==> config.mk <==
export PLATFORM = sky130hd
export DESIGN_NAME = video_out_top
export DESIGN_NICKNAME = d
export VERILOG_FILES = /design/src/verilog/scan_out_pkg.sv /design/src/verilog/video_out_top.sv /design/src/verilog/fan_led_pwm.sv /design/src/verilog/extra_av_formatter.sv /design/src/verilog/osd_overlay.sv /design/src/verilog/sys_ctrl_regs.sv
export VERILOG_INCLUDE_DIRS = /design/src /design/src/verilog
export SDC_FILE = /design/constraint.sdc
export NUM_CORES = 1
export LEC_CHECK = 0
export BUFFER_PORTS_ARGS = -buffer_cell sky130_fd_sc_hd__buf_2
export CAP_MARGIN = 20
export CORE_MARGIN = 5
export CORE_UTILIZATION = 55
export CTS_CLUSTER_SIZE = 28
export DETAILED_ROUTE_END_ITERATION = 6
export HOLD_SLACK_MARGIN = 0.15
export PLACE_DENSITY = 0.89
export SLEW_MARGIN = 0
export SYNTH_ARGS = -nofsm -noshare
export SYNTH_HDL_FRONTEND = slang
export SYNTH_HIERARCHICAL = 1
export SYNTH_SLANG_ARGS = --single-unit
==> constraint.sdc <==
create_clock -name pclk_out -period 2.9 [get_ports pclk_out]
set_clock_uncertainty 0.05 [all_clocks]
set_input_delay 0.145 -clock pclk_out [delete_from_list [all_inputs] [get_ports pclk_out]]
set_output_delay 0.145 -clock pclk_out [all_outputs]
set_load 0.02 [all_outputs]
==> src/verilog/scan_out_settings.svh <==
// Scan converter output board settings
`ifndef SCAN_OUT_SETTINGS_SVH
`define SCAN_OUT_SETTINGS_SVH

// Bits per colour channel
`define COLOR_W 8

// Fan and LED PWM period in pclk_out cycles
`define PWM_PERIOD 1024
`define DUTY_W 4

// Set to 1 on boards with red LSB crosstalk on the HDMI transmitter bus
`define HDMITX_R_LSB_MASK 1

`define CTRL_W 32

`endif
==> src/verilog/scan_out_pkg.sv <==
// Scan converter output types
`include "scan_out_settings.svh"

package scan_out_pkg;

    // One pixel with its timing signals
    typedef struct packed {
        logic [`COLOR_W-1:0] r;
        logic [`COLOR_W-1:0] g;
        logic [`COLOR_W-1:0] b;
        logic                hsync;
        logic                vsync;
        logic                de;
    } video_px_t;

    // Expansion port use
    typedef enum logic [1:0] {
        EXP_OFF        = 2'd0,
        EXP_EXTRA_OUT  = 2'd1,
        EXP_LEGACY_IN  = 2'd2,
        EXP_UVC_BRIDGE = 2'd3
    } exp_sel_e;

    typedef enum logic [1:0] {
        OUT_RGBHV = 2'd0,
        OUT_RGBCS = 2'd1,
        OUT_RGSB  = 2'd2,
        OUT_YPBPR = 2'd3
    } extra_out_mode_e;

    typedef enum logic [1:0] {
        OSD_BLACK  = 2'd0,
        OSD_BLUE   = 2'd1,
        OSD_YELLOW = 2'd2,
        OSD_WHITE  = 2'd3
    } osd_color_e;

    // Fields of the system control register used by the output logic
    typedef struct packed {
        exp_sel_e            exp_sel;
        extra_out_mode_e     extra_out_mode;
        logic [`DUTY_W-1:0]  led_duty;
        logic [`DUTY_W-1:0]  fan_duty;
        logic                poweron;
    } sys_ctrl_t;

    // Signals towards the VGA DAC
    typedef struct packed {
        logic [`COLOR_W-1:0] r;
        logic [`COLOR_W-1:0] g;
        logic [`COLOR_W-1:0] b;
        logic                hs;
        logic                vs;
        logic                blank_n;
        logic                sync_n;
    } vga_dac_t;

endpackage

==> src/verilog/video_out_top.sv <==
// Video output top level
`timescale 1ns/1ps
`include "scan_out_settings.svh"

module video_out_top (
    input  logic                      pclk_out,
    input  logic                      po_reset_n,
    input  logic                      ctrl_wr_i,
    input  logic [`CTRL_W-1:0]        ctrl_wdata_i,
    output logic [`CTRL_W-1:0]        ctrl_rdata_o,
    input  scan_out_pkg::video_px_t   px_i,
    input  logic                      osd_enable_i,
    input  scan_out_pkg::osd_color_e  osd_color_i,
    output scan_out_pkg::video_px_t   hdmitx_o,
    output logic                      hdmitx_5v_en_o,
    output scan_out_pkg::vga_dac_t    vga_o,
    output logic                      vga_oe_o,
    output logic                      vga_psave_n_o,
    output logic                      fan_pwm_n_o,
    output logic                      led_pwm_o
);

    scan_out_pkg::sys_ctrl_t ctrl;
    scan_out_pkg::video_px_t px_ovl;

    sys_ctrl_regs sys_ctrl_regs_inst (
        .pclk_out     (pclk_out),
        .po_reset_n   (po_reset_n),
        .ctrl_wr_i    (ctrl_wr_i),
        .ctrl_wdata_i (ctrl_wdata_i),
        .ctrl_rdata_o (ctrl_rdata_o),
        .ctrl_o       (ctrl)
    );

    osd_overlay osd_overlay_inst (
        .pclk_out     (pclk_out),
        .po_reset_n   (po_reset_n),
        .px_i         (px_i),
        .osd_enable_i (osd_enable_i),
        .osd_color_i  (osd_color_i),
        .px_ovl_o     (px_ovl),
        .hdmitx_o     (hdmitx_o)
    );

    // VGA path taps the overlaid pixel before the HDMI launch register
    extra_av_formatter extra_av_formatter_inst (
        .pclk_out      (pclk_out),
        .po_reset_n    (po_reset_n),
        .px_i          (px_ovl),
        .ctrl_i        (ctrl),
        .vga_o         (vga_o),
        .vga_oe_o      (vga_oe_o),
        .vga_psave_n_o (vga_psave_n_o)
    );

    fan_led_pwm #(
        .PWM_PERIOD (`PWM_PERIOD)
    ) fan_led_pwm_inst (
        .pclk_out    (pclk_out),
        .po_reset_n  (po_reset_n),
        .ctrl_i      (ctrl),
        .fan_pwm_n_o (fan_pwm_n_o),
        .led_pwm_o   (led_pwm_o)
    );

    assign hdmitx_5v_en_o = ctrl.poweron;

endmodule

==> src/verilog/fan_led_pwm.sv <==
// Fan and LED PWM
`timescale 1ns/1ps
`include "scan_out_settings.svh"

module fan_led_pwm #(
    parameter int PWM_PERIOD = `PWM_PERIOD
) (
    input  logic                     pclk_out,
    input  logic                     po_reset_n,
    input  scan_out_pkg::sys_ctrl_t  ctrl_i,
    output logic                     fan_pwm_n_o,
    output logic                     led_pwm_o
);

    localparam int CNT_W  = $clog2(PWM_PERIOD);
    localparam int PROD_W = CNT_W + `DUTY_W + 1;
    localparam logic [PROD_W-1:0] PERIOD_W = PROD_W'(PWM_PERIOD);
    localparam logic [CNT_W-1:0]  CNT_LAST = CNT_W'(PWM_PERIOD - 1);

    logic [CNT_W-1:0] cnt_q;
    logic             fan_act;
    logic             led_act;

    // Active length is duty * period / 16
    function automatic logic [CNT_W:0] duty_limit(input logic [`DUTY_W-1:0] duty);
        logic [PROD_W-1:0] prod;
        prod = PROD_W'(duty) * PERIOD_W;
        return prod[CNT_W+`DUTY_W:`DUTY_W];
    endfunction

    always_ff @(posedge pclk_out or negedge po_reset_n) begin
        if (!po_reset_n) begin
            cnt_q <= '0;
        end else if (cnt_q == CNT_LAST) begin
            cnt_q <= '0;
        end else begin
            cnt_q <= cnt_q + 1'b1;
        end
    end

    assign fan_act = ({1'b0, cnt_q} < duty_limit(ctrl_i.fan_duty));
    assign led_act = ({1'b0, cnt_q} < duty_limit(ctrl_i.led_duty));

    // Both channels dark while power is off
    always_ff @(posedge pclk_out or negedge po_reset_n) begin
        if (!po_reset_n) begin
            fan_pwm_n_o <= 1'b1;
            led_pwm_o   <= 1'b0;
        end else begin
            fan_pwm_n_o <= ~(ctrl_i.poweron & fan_act);
            led_pwm_o   <= ctrl_i.poweron & led_act;
        end
    end

endmodule

==> src/verilog/extra_av_formatter.sv <==
// VGA DAC output formatter
`timescale 1ns/1ps
`include "scan_out_settings.svh"

module extra_av_formatter (
    input  logic                     pclk_out,
    input  logic                     po_reset_n,
    input  scan_out_pkg::video_px_t  px_i,
    input  scan_out_pkg::sys_ctrl_t  ctrl_i,
    output scan_out_pkg::vga_dac_t   vga_o,
    output logic                     vga_oe_o,
    output logic                     vga_psave_n_o
);

    logic en;
    logic csync;

    scan_out_pkg::vga_dac_t pre_next;
    scan_out_pkg::vga_dac_t pre_q;
    scan_out_pkg::vga_dac_t vga_q;

    assign en = (ctrl_i.exp_sel == scan_out_pkg::EXP_EXTRA_OUT);

    // Active low composite sync
    assign csync = ~(px_i.hsync ^ px_i.vsync);

    // RGB passes in every mode and only sync and blank differ
    always_comb begin
        pre_next.r       = px_i.r;
        pre_next.g       = px_i.g;
        pre_next.b       = px_i.b;
        pre_next.hs      = csync;
        pre_next.vs      = 1'b1;
        pre_next.blank_n = px_i.de;
        pre_next.sync_n  = 1'b0;
        case (ctrl_i.extra_out_mode)
            scan_out_pkg::OUT_RGBHV: begin
                pre_next.hs = px_i.hsync;
                pre_next.vs = px_i.vsync;
            end
            scan_out_pkg::OUT_RGBCS: begin
                pre_next.sync_n = 1'b0;
            end
            scan_out_pkg::OUT_RGSB: begin
                pre_next.sync_n = csync;
            end
            scan_out_pkg::OUT_YPBPR: begin
                // Sync on luma with DAC blanking left to the sync level
                pre_next.blank_n = 1'b1;
                pre_next.sync_n  = csync;
            end
            default: begin
                pre_next.sync_n = 1'b0;
            end
        endcase
    end

    // Both stages frozen while the port is used for something else
    always_ff @(posedge pclk_out or negedge po_reset_n) begin
        if (!po_reset_n) begin
            pre_q <= '0;
            vga_q <= '0;
        end else if (en) begin
            pre_q <= pre_next;
            vga_q <= pre_q;
        end
    end

    assign vga_o         = vga_q;
    assign vga_oe_o      = en;
    assign vga_psave_n_o = ctrl_i.poweron;

    a_hold_when_off: assert property (
        @(posedge pclk_out) disable iff (!po_reset_n)
        !en |=> $stable(vga_o)
    );

endmodule

==> src/verilog/osd_overlay.sv <==
// OSD overlay and HDMI launch
`timescale 1ns/1ps
`include "scan_out_settings.svh"

module osd_overlay (
    input  logic                      pclk_out,
    input  logic                      po_reset_n,
    input  scan_out_pkg::video_px_t   px_i,
    input  logic                      osd_enable_i,
    input  scan_out_pkg::osd_color_e  osd_color_i,
    output scan_out_pkg::video_px_t   px_ovl_o,
    output scan_out_pkg::video_px_t   hdmitx_o
);

    localparam logic R_LSB_MASK = (`HDMITX_R_LSB_MASK != 0);
    localparam logic [`COLOR_W-1:0] C_ON  = '1;
    localparam logic [`COLOR_W-1:0] C_OFF = '0;

    scan_out_pkg::video_px_t px_osd;
    scan_out_pkg::video_px_t px_launch;
    scan_out_pkg::video_px_t px_ovl_q;
    scan_out_pkg::video_px_t hdmitx_q;

    // Palette replaces RGB only and timing passes as is
    always_comb begin
        px_osd = px_i;
        if (osd_enable_i) begin
            case (osd_color_i)
                scan_out_pkg::OSD_BLACK:  {px_osd.r, px_osd.g, px_osd.b} = {C_OFF, C_OFF, C_OFF};
                scan_out_pkg::OSD_BLUE:   {px_osd.r, px_osd.g, px_osd.b} = {C_OFF, C_OFF, C_ON};
                scan_out_pkg::OSD_YELLOW: {px_osd.r, px_osd.g, px_osd.b} = {C_ON, C_ON, C_OFF};
                scan_out_pkg::OSD_WHITE:  {px_osd.r, px_osd.g, px_osd.b} = {C_ON, C_ON, C_ON};
                default:                  px_osd = px_i;
            endcase
        end
    end

    // Red bit 0 couples into neighbouring traces on some boards
    always_comb begin
        px_launch      = px_ovl_q;
        px_launch.r[0] = px_ovl_q.r[0] & ~R_LSB_MASK;
    end

    always_ff @(posedge pclk_out or negedge po_reset_n) begin
        if (!po_reset_n) begin
            px_ovl_q <= '0;
            hdmitx_q <= '0;
        end else begin
            px_ovl_q <= px_osd;
            hdmitx_q <= px_launch;
        end
    end

    assign px_ovl_o = px_ovl_q;
    assign hdmitx_o = hdmitx_q;

endmodule

==> src/verilog/sys_ctrl_regs.sv <==
// System control register
`timescale 1ns/1ps
`include "scan_out_settings.svh"

module sys_ctrl_regs (
    input  logic                     pclk_out,
    input  logic                     po_reset_n,
    input  logic                     ctrl_wr_i,
    input  logic [`CTRL_W-1:0]       ctrl_wdata_i,
    output logic [`CTRL_W-1:0]       ctrl_rdata_o,
    output scan_out_pkg::sys_ctrl_t  ctrl_o
);

    // Field positions in the register
    localparam int POWERON_BIT = 0;
    localparam int FAN_LSB     = 16;
    localparam int LED_LSB     = 20;
    localparam int MODE_LSB    = 26;
    localparam int EXP_LSB     = 28;

    logic [`CTRL_W-1:0] ctrl_q;

    // Host write without stall
    always_ff @(posedge pclk_out or negedge po_reset_n) begin
        if (!po_reset_n) begin
            ctrl_q <= '0;
        end else if (ctrl_wr_i) begin
            ctrl_q <= ctrl_wdata_i;
        end
    end

    assign ctrl_rdata_o = ctrl_q;

    always_comb begin
        ctrl_o.poweron  = ctrl_q[POWERON_BIT];
        ctrl_o.fan_duty = ctrl_q[FAN_LSB +: `DUTY_W];
        ctrl_o.led_duty = ctrl_q[LED_LSB +: `DUTY_W];
        ctrl_o.extra_out_mode =
            scan_out_pkg::extra_out_mode_e'(ctrl_q[MODE_LSB +: 2]);
        ctrl_o.exp_sel  = scan_out_pkg::exp_sel_e'(ctrl_q[EXP_LSB +: 2]);
    end

    // An unknown strobe would corrupt every field downstream
    a_wr_known: assert property (
        @(posedge pclk_out) disable iff (!po_reset_n)
        !$isunknown(ctrl_wr_i)
    );

endmodule

# Word-level counts from Yosys, hierarchy flattened
# Index checks and enable logic that the tools add are counted.
op_classes:
  n_lt_le_gt_ge: 2
  eq_ne: 7
  n_reduce_logical: 3
  addsub: 1
  mux: 6
  bitwise_logic: 5
ops:
  columns: ["cell", "count"]
  rows:
  - ["$pmux W24 S4", 1]
  - ["$mux W27", 1]
  - ["$lt A10 B10 Y1", 2]
  - ["$add A10 B1 Y10 const B", 1]
  - ["$eq A10 B10 Y1 const B", 1]
  - ["$mux W10", 1]
  - ["$eq A2 B2 Y1 const B", 4]
  - ["$eq A2 B1 Y1 const B", 2]
  - ["$logic_not A2 Y1", 2]
  - ["$and A1 B1 Y1", 2]
  - ["$mux W1", 2]
  - ["$mux W2", 1]
  - ["$not A1 Y1", 2]
  - ["$reduce_or A2 Y1", 1]
  - ["$xor A1 B1 Y1", 1]
word_totals:
  out_inout_bits: 92
  in_bits: 65
  register_bits: 153
  elab_cells: 54

# Longest topological paths before layout
# Gate-level depths: netlist (run 1).
depth:
  ltp_word: 3
  mapped_depth: 5
  mapped_depth_nobuf: 5

# Modules after synthesis
# The synthesis (run 1) kept the hierarchy.
modules_own_cells:
  columns: ["module", "seq_area_each_um2", "instances", "area_per_inst_um2", "cells_per_inst"]
  rows:
  - ["extra_av_formatter", 1401.3, 1, 2406.1, 131]
  - ["osd_overlay", 1326.3, 1, 1739.2, 83]
  - ["sys_ctrl_regs", 800.8, 1, 1442.6, 81]
  - ["fan_led_pwm", 301.5, 1, 665.6, 64]

# Worst setup path after synthesis (run 1)
# Ideal clock, no wire load.
synth_path:
  path_kind: "flip-flop to flip-flop"
  startpoint: "register fan_led_pwm_inst.cnt_q[0]"
  endpoint: "register fan_led_pwm_inst.cnt_q[7]"
  t_arrival_ps: 1184
  synth_period_minus_slack_ps: 1359
  t_required_ps: 2725
  slack_ps: 1541
  path_stages_with_launch: 6
  setup_time_ps: 125
  cell_sequence: "dfrtp_1 ha_1 nand2_1 nor4_4 o21a_1 mux2i_1"
synth_between:
  elab_chain_len: 2
  word_cells_on_any_way: 3
  cone_classes: "add/sub (1); eq/ne (1); mux (1)"
synth_rtl:
  columns: ["element", "line_no", "rtl"]
  rows:
  - ["from (decl)", "fan_led_pwm.sv:20", "logic [CNT_W-1:0] cnt_q;"]
  - ["from (signal assigned)", "fan_led_pwm.sv:37", "cnt_q <= cnt_q + 1'b1;"]
  - ["$add A10 B1 Y10 or $eq A10 B10 Y1 (tied branches)", "fan_led_pwm.sv:37, fan_led_pwm.sv:34", null]
  - ["$mux W10 *", "fan_led_pwm.sv:34", "end else if (cnt_q == CNT_LAST) begin"]
# Every way passes the cells marked *; elsewhere a longest branch is shown, timed or not.
# A chain may end at the register's enable or synchronous reset.

# Final worst setup path (run 1)
layout_path:
  startpoint: "register sys_ctrl_regs_inst.ctrl_q[29], in the netlist sys_ctrl_regs_inst/ctrl_rdata_o[29]"
  endpoint: "output port vga_oe_o"
layout_between:
  elab_chain_len: 1
layout_rtl:
  columns: ["element", "line_no", "rtl"]
  rows:
  - ["from (decl)", "sys_ctrl_regs.sv:21", "logic [`CTRL_W-1:0] ctrl_q;"]
  - ["from (signal assigned)", "sys_ctrl_regs.sv:28", "ctrl_q <= ctrl_wdata_i;"]
  - ["$eq A2 B1 Y1", "extra_av_formatter.sv:22", "assign en = (ctrl_i.exp_sel == scan_out_pkg::EXP_EXTRA_OUT);"]
  - ["to (decl)", "video_out_top.sv:17", "output logic vga_oe_o,"]
# No other way between the ends.

==> results of run 1 <==
## power groups by stage
stage          clock network (W)  logic (W)  registers, W
6_report                 0.00240    0.00144       0.00275
4_1_cts                  0.00245    0.00145       0.00274
3_3_place_gp                   0    0.00133       0.00274
3_5_place_dp                   0    0.00136       0.00277
2_1_floorplan                  0   0.000707       0.00301
5_1_grt                  0.00255    0.00153       0.00279
## state kept, by name (all words and copies together), names as in the netlist
signal,cells
extra_av_formatter_inst/pre_q,28
extra_av_formatter_inst/vga_o,28
fan_led_pwm_inst/cnt_q,10
fan_led_pwm_inst/fan_pwm_n_o,1
fan_led_pwm_inst/led_pwm_o,1
osd_overlay_inst/hdmitx_o,26
osd_overlay_inst/px_ovl_o,27
sys_ctrl_regs_inst/ctrl_rdata_o,32
## logic make-up (layout without fill, tap and decap cells)
kind of cell / count (synthesis) / after routing / share of synthesized area
AO/OA/AOI/OAI: 16 / 16 / 0.0154
adder cells (fa/ha/maj): 7 / 7 / 0.0140
other: 1 / 1 / 0.000600
buffers and inverters: 39 / 270 / 0.0648
flip-flops: 153 / 153 / 0.612
XOR/XNOR: 7 / 7 / 0.00980
AND/OR/NAND/NOR: 27 / 27 / 0.0262
multiplexers: 109 / 109 / 0.257
## placed cells by master (no fill, tap or decap), types with 2 or more instances in the layout
cell,synthesis,routed
a21o_1,3,3
a21oi_1,7,7
and3_1,2,2
buf_2,1,154
buf_4,15,5
bufinv_16,0,5
clkbuf_1,0,5
clkbuf_16,0,17
clkbuf_8,0,3
dfrtp_1,152,152
dlygate4sd3_1,0,68
ha_1,7,7
inv_1,9,9
mux2_2,7,7
mux2_4,101,101
nand2_1,2,2
nand2b_1,3,3
nand3_1,5,5
nor2_1,7,7
nor2b_1,2,2
nor3_1,2,2
o21ai_0,2,2
xnor2_1,2,2
xor2_1,5,5
## worst max-delay path, cell delays in order, from the launching register on
cell and delay (ns):
dfrtp_1 0.41, nor2b_4 0.15, buf_4 0.30, buf_2 0.23
## metrics by stage
step / setup WS [ns] / std cells / power, W
final: 1.19 / 733 / 0.00659
after detailed placement: 1.41 / 633 / 0.00414
after global placement: 1.47 / 633 / 0.00407
after global routing: 1.10 / 733 / 0.00686
after CTS: 1.16 / 733 / 0.00663
after floorplan: 1.54 / 359 / 0.00372
## metal layers
metal	up-vias	part of all wire	global-route usage
met1	1773	0.40	0.239
met4	0	0.027	0.0872
met5	-	0	0
met2	112	0.51	0.346
met3	27	0.061	0.0622
li1	1654	-	-
## final timing paths
path                       slack, ns  cells past startpoint                                   to
setup / recovery                1.19                      3                             vga_oe_o
hold / removal                  0.22                      2        osd_overlay_inst/px_ovl_o[15]
max in group asynchronous       1.73                      3     extra_av_formatter_inst/pre_q[8]
hold reg to reg                 0.32                      0        osd_overlay_inst/hdmitx_o[25]
min in group asynchronous       0.25                      2  sys_ctrl_regs_inst/ctrl_rdata_o[12]
setup reg to reg                1.41                      5            fan_led_pwm_inst/cnt_q[7]
## area by class of cell
cell class                 count  area, um2  area share
timing repair buffer         229       1520       0.185
tap                          143        179      0.0217
inverter                       9       33.8     0.00411
clock inverter                 7        163      0.0198
clock buffer                  25        485      0.0590
sequential                   153       3830       0.465
multi-input combinational    167       2020       0.245
## what timing repair did
action | in CTS | in global routing
endpoints found under the setup margin | 0 | 0
hold buffers | 68 | 0
endpoints found under the hold margin | 135 | 0
==> impl_metrics.ini, run 1 <==
[cells_and_area]
layout.nets = 649
final_area_um2 = 8230
antenna_cells = 0
drive_gt1_frac = 0.508
area_growth_syn_to_layout_pct = 31.6
fill_cells = 659
post-route-util = 0.730

[clock_network]
cts_tree = yes
cts_buffers = 17
root_buffer = clkbuf_16
clock_latency_ns = 0.41
clkSinkCount = 153
ctsResizeCount = 0
h-tree-depth = 4
post_cts_buffers = 0
clock_path_buffers = 2
clk_pin_slew_ns = 0.06

[detailed_routing]
viasPerCell = 4.86
vias = 3566
route.detailed.drc = 0
first_iter_violations = 189
postRouteWirelength_um = 12900
drt-pass1-iter-count = 4
postRouteAntennaNets = 0
wl_per_cell_um = 17.6

[floorplan]
io_pins = 157
fp.dieArea_um2 = 13600
fp-row-count = 39
die_w_um = 117
die-height_um = 117
start_util = 0.555
core-area_um2 = 11300

[worst_setup_path]
worstPathMaxFanout = 19
startpoint = sys_ctrl_regs_inst/ctrl_rdata_o[29]
arrival_ns = 1.51
reg2reg_from = fan_led_pwm_inst/cnt_q[0]
cp-start-kind = register
path_class = reg -> out
end_kind = output pin
cp.required_ns = 2.71

[synth]
ys_top_cells_by_count = 152 x dfrtp_1, 101 x mux2_4, 15 x buf_4
synth_nets = 431
synth-seq-cells = 153
ys_warn_count = 6
netlist.area_leader.share = 0.608
synth_most_common_cell = dfrtp_1
synthCells = 359
synth_edf_count = 0
synth_area_per_cell_um2 = 17.4
async_flop_share = 1.00
synth_area_um2 = 6250
synth_ff_type = dfrtp_1
synth.distinct_cells = 32
seq_area_frac_synth = 0.612
synth_area_leaders = dfrtp_1 61%, mux2_4 24%, buf_12 3.5%
synth_top_area_cell = dfrtp_1

[grt]
grt_pass1_vias = 3990
antenna_found_initial = 0
grt_pass1_wl_um = 20900
grt_overflow = 0
grt_usage = 0.203
grt_max_degree = 81

[hold_path]
min_path_type = in -> reg
min_from = osd_color_i[1]

[pwr]
powerDensity_nw_per_um2 = 800
p_seq_frac = 0.417
clkPwrFrac = 0.364
power_frac_comb = 0.219
p_sw_w = 0.00173
p_int_w = 0.00486
max-vdd-ir-drop_mv = 0.587
leakage_nw = 4.12
swShare = 0.262

[timing]
period_share = 0.589
max_freq_mhz = 585
hold_viol = 0
tns_ns = 0
setup_viol = 0
drv_slew = 0
worst_hold_slack_ns = 0.217
fin_crit_ns = 1.71
worst_slew_pin_slew_ns = 0.986
slew_headroom = 0.343
rsz0062_at_grt = no

[place]
gp_congestion = 0.726
dp_hpwl_um = 8050
dpl_cell_area_um2 = 6900
portBuffers = 155

[status]
status = finished, final reports clean

[run]
cap_violations = 0
Note: power is estimated with default switching activity, not from simulation.
==> run 2: changes to the inputs <==
--- a/config.mk
+++ b/config.mk
@@ -9,11 +9,11 @@
 export BUFFER_PORTS_ARGS = -buffer_cell sky130_fd_sc_hd__buf_2
 export CAP_MARGIN = 20
 export CORE_MARGIN = 5
-export CORE_UTILIZATION = 55
+export CORE_UTILIZATION = 53
 export CTS_CLUSTER_SIZE = 28
 export DETAILED_ROUTE_END_ITERATION = 6
 export HOLD_SLACK_MARGIN = 0.15
-export PLACE_DENSITY = 0.89
+export PLACE_DENSITY = 0.87
 export SLEW_MARGIN = 0
 export SYNTH_ARGS = -nofsm -noshare
 export SYNTH_HDL_FRONTEND = slang
==> constraint.sdc (replaced) <==
create_clock -name pclk_out -period 1.7 [get_ports pclk_out]
set_clock_uncertainty 0.05 [all_clocks]
set_input_delay 0.085 -clock pclk_out [delete_from_list [all_inputs] [get_ports pclk_out]]
set_output_delay 0.085 -clock pclk_out [all_outputs]
set_load 0.02 [all_outputs]
==> impl_metrics.ini, run 2 (synthesis gave the netlist of run 1 again) <==
[cells_and_area]
layout.nets = 675
final_cell_mix = 154 x buf_2, 152 x dfrtp_1, 101 x mux2_4
antenna_cells = 0
drive_gt1_frac = 0.506
area_growth_syn_to_layout_pct = 35.7
fin_cells = 759
largest_register_ffs = 32
layout_commonest_cell = buf_2

[worst_setup_path]
arrival_ns = 1.77
cp.required_ns = 1.94
path_cells = ha_1, nand2_1, nor4_4, o21a_1, mux2i_1
end_kind = register
reg2reg_from = fan_led_pwm_inst/cnt_q[0]
cp-start-kind = register
cp_slowest_stage_delay_ns = 0.41
path_delay_family = simple AND/OR/NAND/NOR gates
worstPathMaxFanout = 5
cp_num_buf_inv = 0
cpMaxStageDelayCell = dfrtp_1
path_class = reg -> reg
startpoint = fan_led_pwm_inst/cnt_q[0]

[timing]
drv_slew = 0
rsz0062_at_grt = no
max_freq_mhz = 654
setup_viol = 0
fin_crit_ns = 1.53
tns_ns = 0
hold_viol = 0
period_share = 0.900
fin_ws_ns = 0.171

[place]
gp_congestion = 0.771
pre_cts_ws_ns = 0.171
dp_hpwl_um = 8330
portBuffers = 155
dp_cells = 639

[floorplan]
fp-row-count = 39
core-area_um2 = 11500
io_pins = 157
start_util = 0.543
fp.dieArea_um2 = 14100
die_w_um = 119
die-height_um = 119

[detailed_routing]
postRouteWirelength_um = 13800
vias = 3725
postRouteAntennaNets = 0
drt-pass1-iter-count = 5
viasPerCell = 4.91
route.detailed.drc = 0
first_iter_violations = 250
wl_per_cell_um = 18.2

[clock_network]
clk_pin_slew_ns = 0.06
root_buffer = clkbuf_16
h-tree-depth = 4
clkSinkCount = 153
clock_latency_ns = 0.42
ctsResizeCount = 0
clock_path_buffers = 2
cts_tree = yes
cts_buffers = 17

[pwr]
p_seq_frac = 0.425
power_frac_comb = 0.230
powerDensity_nw_per_um2 = 1310
p_sw_w = 0.00305
clkPwrFrac = 0.344
swShare = 0.275
total_power_w = 0.0111
p_int_w = 0.00803
max-vdd-ir-drop_mv = 0.815
leakage_nw = 4.24

[run]
cap_violations = 0

[grt]
grt_pass1_wl_um = 22500
grt_overflow = 0
grt_pass1_vias = 4207
grt_max_degree = 66
grt_usage = 0.207
antenna_found_initial = 0

[hold_path]
min_from = ctrl_wr_i
min_path_type = in -> reg

[status]
status = finished, final reports clean
run 2: worst min-delay path: stages:
cell and delay [ns]:
buf_2 0.10, buf_4 0.21, mux2_4 0.22
run 2: area by class of cell:
type                            instances  area (um2)
Clock buffer                           21         460
Sequential cell                       153        3830
Fill cell                             684        3030
Tap cell                              143         179
Multi-Input combinational cell        167        2020
Timing Repair Buffer                  255        1820
Clock inverter                         11         145
Inverter                                9        33.8
run 2: what timing repair did:
item,in CTS,in global routing
hold buffers,86,0
endpoints found under the setup margin,1,0
endpoints found under the hold margin,212,0
buffers inserted,2,0
run 2: path summary, 6_finish.rpt:
kind / end / slack (ns) / cells past startpoint
max in group asynchronous: extra_av_formatter_inst/vga_o[16] / 0.56 / 4
min: sys_ctrl_regs_inst/ctrl_rdata_o[14] / 0.19 / 3
max: fan_led_pwm_inst/cnt_q[7] / 0.17 / 5
max reg2reg: fan_led_pwm_inst/cnt_q[7] / 0.17 / 5
min reg2reg: osd_overlay_inst/hdmitx_o[15] / 0.33 / 0
min in group asynchronous: sys_ctrl_regs_inst/ctrl_rdata_o[21] / 0.70 / 4
run 2: metal layers:
| layer | track usage | vias to the layer above | routed length, um | share of wire |
|---|---|---|---|---|
| met5 | 0 | - | 0 | 0 |
| met4 | 0.0789 | 0 | 271 | 0.020 |
| met3 | 0.0673 | 24 | 856 | 0.062 |
| met2 | 0.353 | 134 | 7220 | 0.52 |
| met1 | 0.243 | 1865 | 5450 | 0.39 |
| li1 | - | 1702 | - | - |
run 2: power groups by stage:
stage          clock, W  sequential [W]  combinational [W]
2_1_floorplan         0         0.00514            0.00121
3_3_place_gp          0         0.00470            0.00228
3_5_place_dp          0         0.00475            0.00236
4_1_cts         0.00390         0.00471            0.00255
5_1_grt         0.00406         0.00479            0.00269
6_report        0.00381         0.00471            0.00255
run 2: stage by stage:
| stage | area, um2 | hold slack, ns | utilization |
|---|---|---|---|
| floorplan | 6250 | -0.261 | - |
| global placement | 7000 | -0.0657 | 0.607 |
| detailed placement | 7000 | -0.0599 | 0.607 |
| CTS | 8490 | 0.163 | 0.737 |
| global route | 8490 | 0.183 | 0.737 |
| finish | 8490 | 0.188 | 0.737 |
==> run 3: changes to the inputs <==
--- a/config.mk
+++ b/config.mk
@@ -6,14 +6,15 @@
 export SDC_FILE = /design/constraint.sdc
 export NUM_CORES = 1
 export LEC_CHECK = 0
+export ABC_AREA = 1
 export BUFFER_PORTS_ARGS = -buffer_cell sky130_fd_sc_hd__buf_2
 export CAP_MARGIN = 20
 export CORE_MARGIN = 5
-export CORE_UTILIZATION = 53
+export CORE_UTILIZATION = 52
 export CTS_CLUSTER_SIZE = 28
 export DETAILED_ROUTE_END_ITERATION = 6
 export HOLD_SLACK_MARGIN = 0.15
-export PLACE_DENSITY = 0.87
+export PLACE_DENSITY = 0.86
 export SLEW_MARGIN = 0
 export SYNTH_ARGS = -nofsm -noshare
 export SYNTH_HDL_FRONTEND = slang
==> impl_metrics.ini, run 3 <==
[floorplan]
fp.dieArea_um2 = 13500
start_util = 0.536
die-height_um = 116
fp-row-count = 38
io_pins = 157
die_w_um = 116
core-area_um2 = 10900

[synth]
ys_warn_count = 6
synth_nets = 657
synth-seq-cells = 153
async_flop_share = 1.00
synth_edf_count = 0
synth_top_area_cell = dfrtp_1
synth_ff_type = dfrtp_1
ys_top_cells_by_count = 257 x nand2_1, 152 x dfrtp_1, 41 x inv_1
synth.distinct_cells = 26
seq_area_frac_synth = 0.654
synth_area_um2 = 5860
synth_area_leaders = dfrtp_1 65%, nand2_1 16%, o21ai_0 2.8%
synth_most_common_cell = nand2_1
synthCells = 585
netlist.area_leader.share = 0.649
synth_area_per_cell_um2 = 10.0

[status]
status = finished, final reports clean

[timing]
rsz0062_at_grt = no
max_freq_mhz = 630
period_share = 0.933
fin_ws_ns = 0.114
tns_ns = 0
setup_viol = 0
fin_crit_ns = 1.59
hold_viol = 0
drv_slew = 0

[clock_network]
root_buffer = clkbuf_16
clkSinkCount = 153
clock_path_buffers = 2
clock_latency_ns = 0.41
h-tree-depth = 4
ctsResizeCount = 0
cts_tree = yes
clk_pin_slew_ns = 0.06
cts_buffers = 17

[place]
pre_cts_ws_ns = 0.428
dp_hpwl_um = 8720
portBuffers = 155
gp_congestion = 0.779
dpl_cell_area_um2 = 6620
dp_cells = 850

[hold_path]
hold_end = osd_overlay_inst/px_ovl_o[17]
hold_depth = 3
min_path_type = in -> reg
min_from = osd_enable_i

[pwr]
leakage_nw = 4.41
clkPwrFrac = 0.387
p_int_w = 0.00717
swShare = 0.289
p_seq_frac = 0.438
power_frac_comb = 0.176
p_sw_w = 0.00291
max-vdd-ir-drop_mv = 0.824
powerDensity_nw_per_um2 = 1220

[cells_and_area]
final_area_um2 = 8280
final_cell_mix = 257 x nand2_1, 154 x buf_2, 152 x dfrtp_1
register_area_um2 = 3830
layout.nets = 906
area_growth_syn_to_layout_pct = 41.4
antenna_cells = 0
drive_gt1_frac = 0.260
fin_cells = 987
multi_input_area_um2 = 1550
post-route-util = 0.757
largest_register_ffs = 32
layout_commonest_cell = nand2_1
fill_cells = 664

[detailed_routing]
viasPerCell = 5.00
first_iter_violations = 290
vias = 4937
route.detailed.drc = 0
postRouteWirelength_um = 16600
drt-pass1-iter-count = 5
postRouteAntennaNets = 0
wl_per_cell_um = 16.8

[worst_setup_path]
end_kind = output pin
path_cells = nor2_4, buf_12, buf_2
cp_slowest_stage_delay_ns = 0.43
reg2reg_from = fan_led_pwm_inst/cnt_q[0]
worstPathMaxFanout = 54
reg2reg_slack_ns = 0.42
path_class = reg -> out
worst_r2r_path_depth = 5
cp-start-kind = register
cp.required_ns = 1.56
r2r-end = fan_led_pwm_inst/cnt_q[8]
cpMaxStageDelayCell = dfrtp_1
arrival_ns = 1.45

[grt]
grt_pass1_wl_um = 27100
grt_pass1_vias = 5516
grt_max_degree = 60
grt_usage = 0.266
grt_overflow = 0
antenna_found_initial = 0

[run]
cap_violations = 0
## run 3: cell count changes in the layout (fill, tap and decap cells not counted), moves of 6 or more
| cell | previous run | this run |
|---|---|---|
| buf_4 | 9 | 1 |
| mux2_2 | 7 | 0 |
| nor2_1 | 7 | 13 |
| mux2_4 | 101 | 0 |
| inv_1 | 9 | 41 |
| nand2_2 | 0 | 18 |
| o21ai_0 | 2 | 33 |
| dlygate4sd3_1 | 85 | 105 |
| nand2_1 | 2 | 257 |
## run 3: per-layer routing
metal	wire, um	global-route usage	vias to the layer above
met1	5880	0.284	2412
met3	950	0.0679	66
met2	8930	0.471	202
met5	0	0	-
met4	817	0.169	0
li1	-	-	2257
## run 3: critical path, delay by kind of cell (launching register included)
kind | cells | cell delay (ns)
flops | 1 | 0.43
buf+inv | 2 | 0.45
simple gates | 1 | 0.14
## run 3: power by group through the flow
| stage | logic [W] | registers [W] | clock network [W] |
|---|---|---|---|
| floorplan | 0.000596 | 0.00475 | 0 |
| global placement | 0.00146 | 0.00442 | 0 |
| detailed placement | 0.00151 | 0.00445 | 0 |
| CTS | 0.00177 | 0.00440 | 0.00392 |
| global route | 0.00194 | 0.00447 | 0.00409 |
| finish | 0.00177 | 0.00441 | 0.00389 |
## run 3: layout make-up
class | instances | area share
flip-flops and latches | 153 | 0.463
repair buffers | 266 | 0.234
multi-input cells | 352 | 0.187
clock buffers | 20 | 0.0539
well taps | 140 | 0.0212
inverters | 44 | 0.0209
clock inverters | 12 | 0.0201
## run 3: cell families after synthesis
logic type,synth area share
compound gates,0.0342
xor+xnor,0.00876
other cells,0.000640
fa+ha+maj,0.0150
simple gates,0.206
buf+inv,0.0816
flops,0.654
## run 3: timing repair
item	in CTS	in global routing
endpoints found under the setup margin	0	21
setup buffers	0	0
hold buffers	123	3
hold endpoints to repair	212	6
## run 3: worst max path at each step
| stage | slack, ns | cells after the start | endpoint | startpoint |
|---|---|---|---|---|
| 2_1_floorplan | 0.56 | 5 | fan_led_pwm_inst/cnt_q[8] | fan_led_pwm_inst/cnt_q[0] |
| 4_1_cts | 0.02 | 6 | osd_overlay_inst/px_ovl_o[22] | px_i[22] |
| 3_5_place_dp | 0.43 | 5 | fan_led_pwm_inst/cnt_q[8] | fan_led_pwm_inst/cnt_q[0] |
| 5_1_grt | 0.04 | 4 | vga_oe_o | sys_ctrl_regs_inst/ctrl_rdata_o[28] |
| 3_3_place_gp | 0.54 | 5 | fan_led_pwm_inst/cnt_q[8] | fan_led_pwm_inst/cnt_q[0] |
| 6_report | 0.11 | 3 | vga_oe_o | sys_ctrl_regs_inst/ctrl_rdata_o[29] |
## run 3: per-stage QoR
| step | power (W) | hold slack, ns |
|---|---|---|
| global placement | 0.00588 | -0.0382 |
| CTS | 0.0101 | 0.205 |
| global route | 0.0105 | 0.201 |
| finish | 0.0101 | 0.161 |
| detailed placement | 0.00597 | -0.0308 |
| floorplan | 0.00535 | -0.261 |
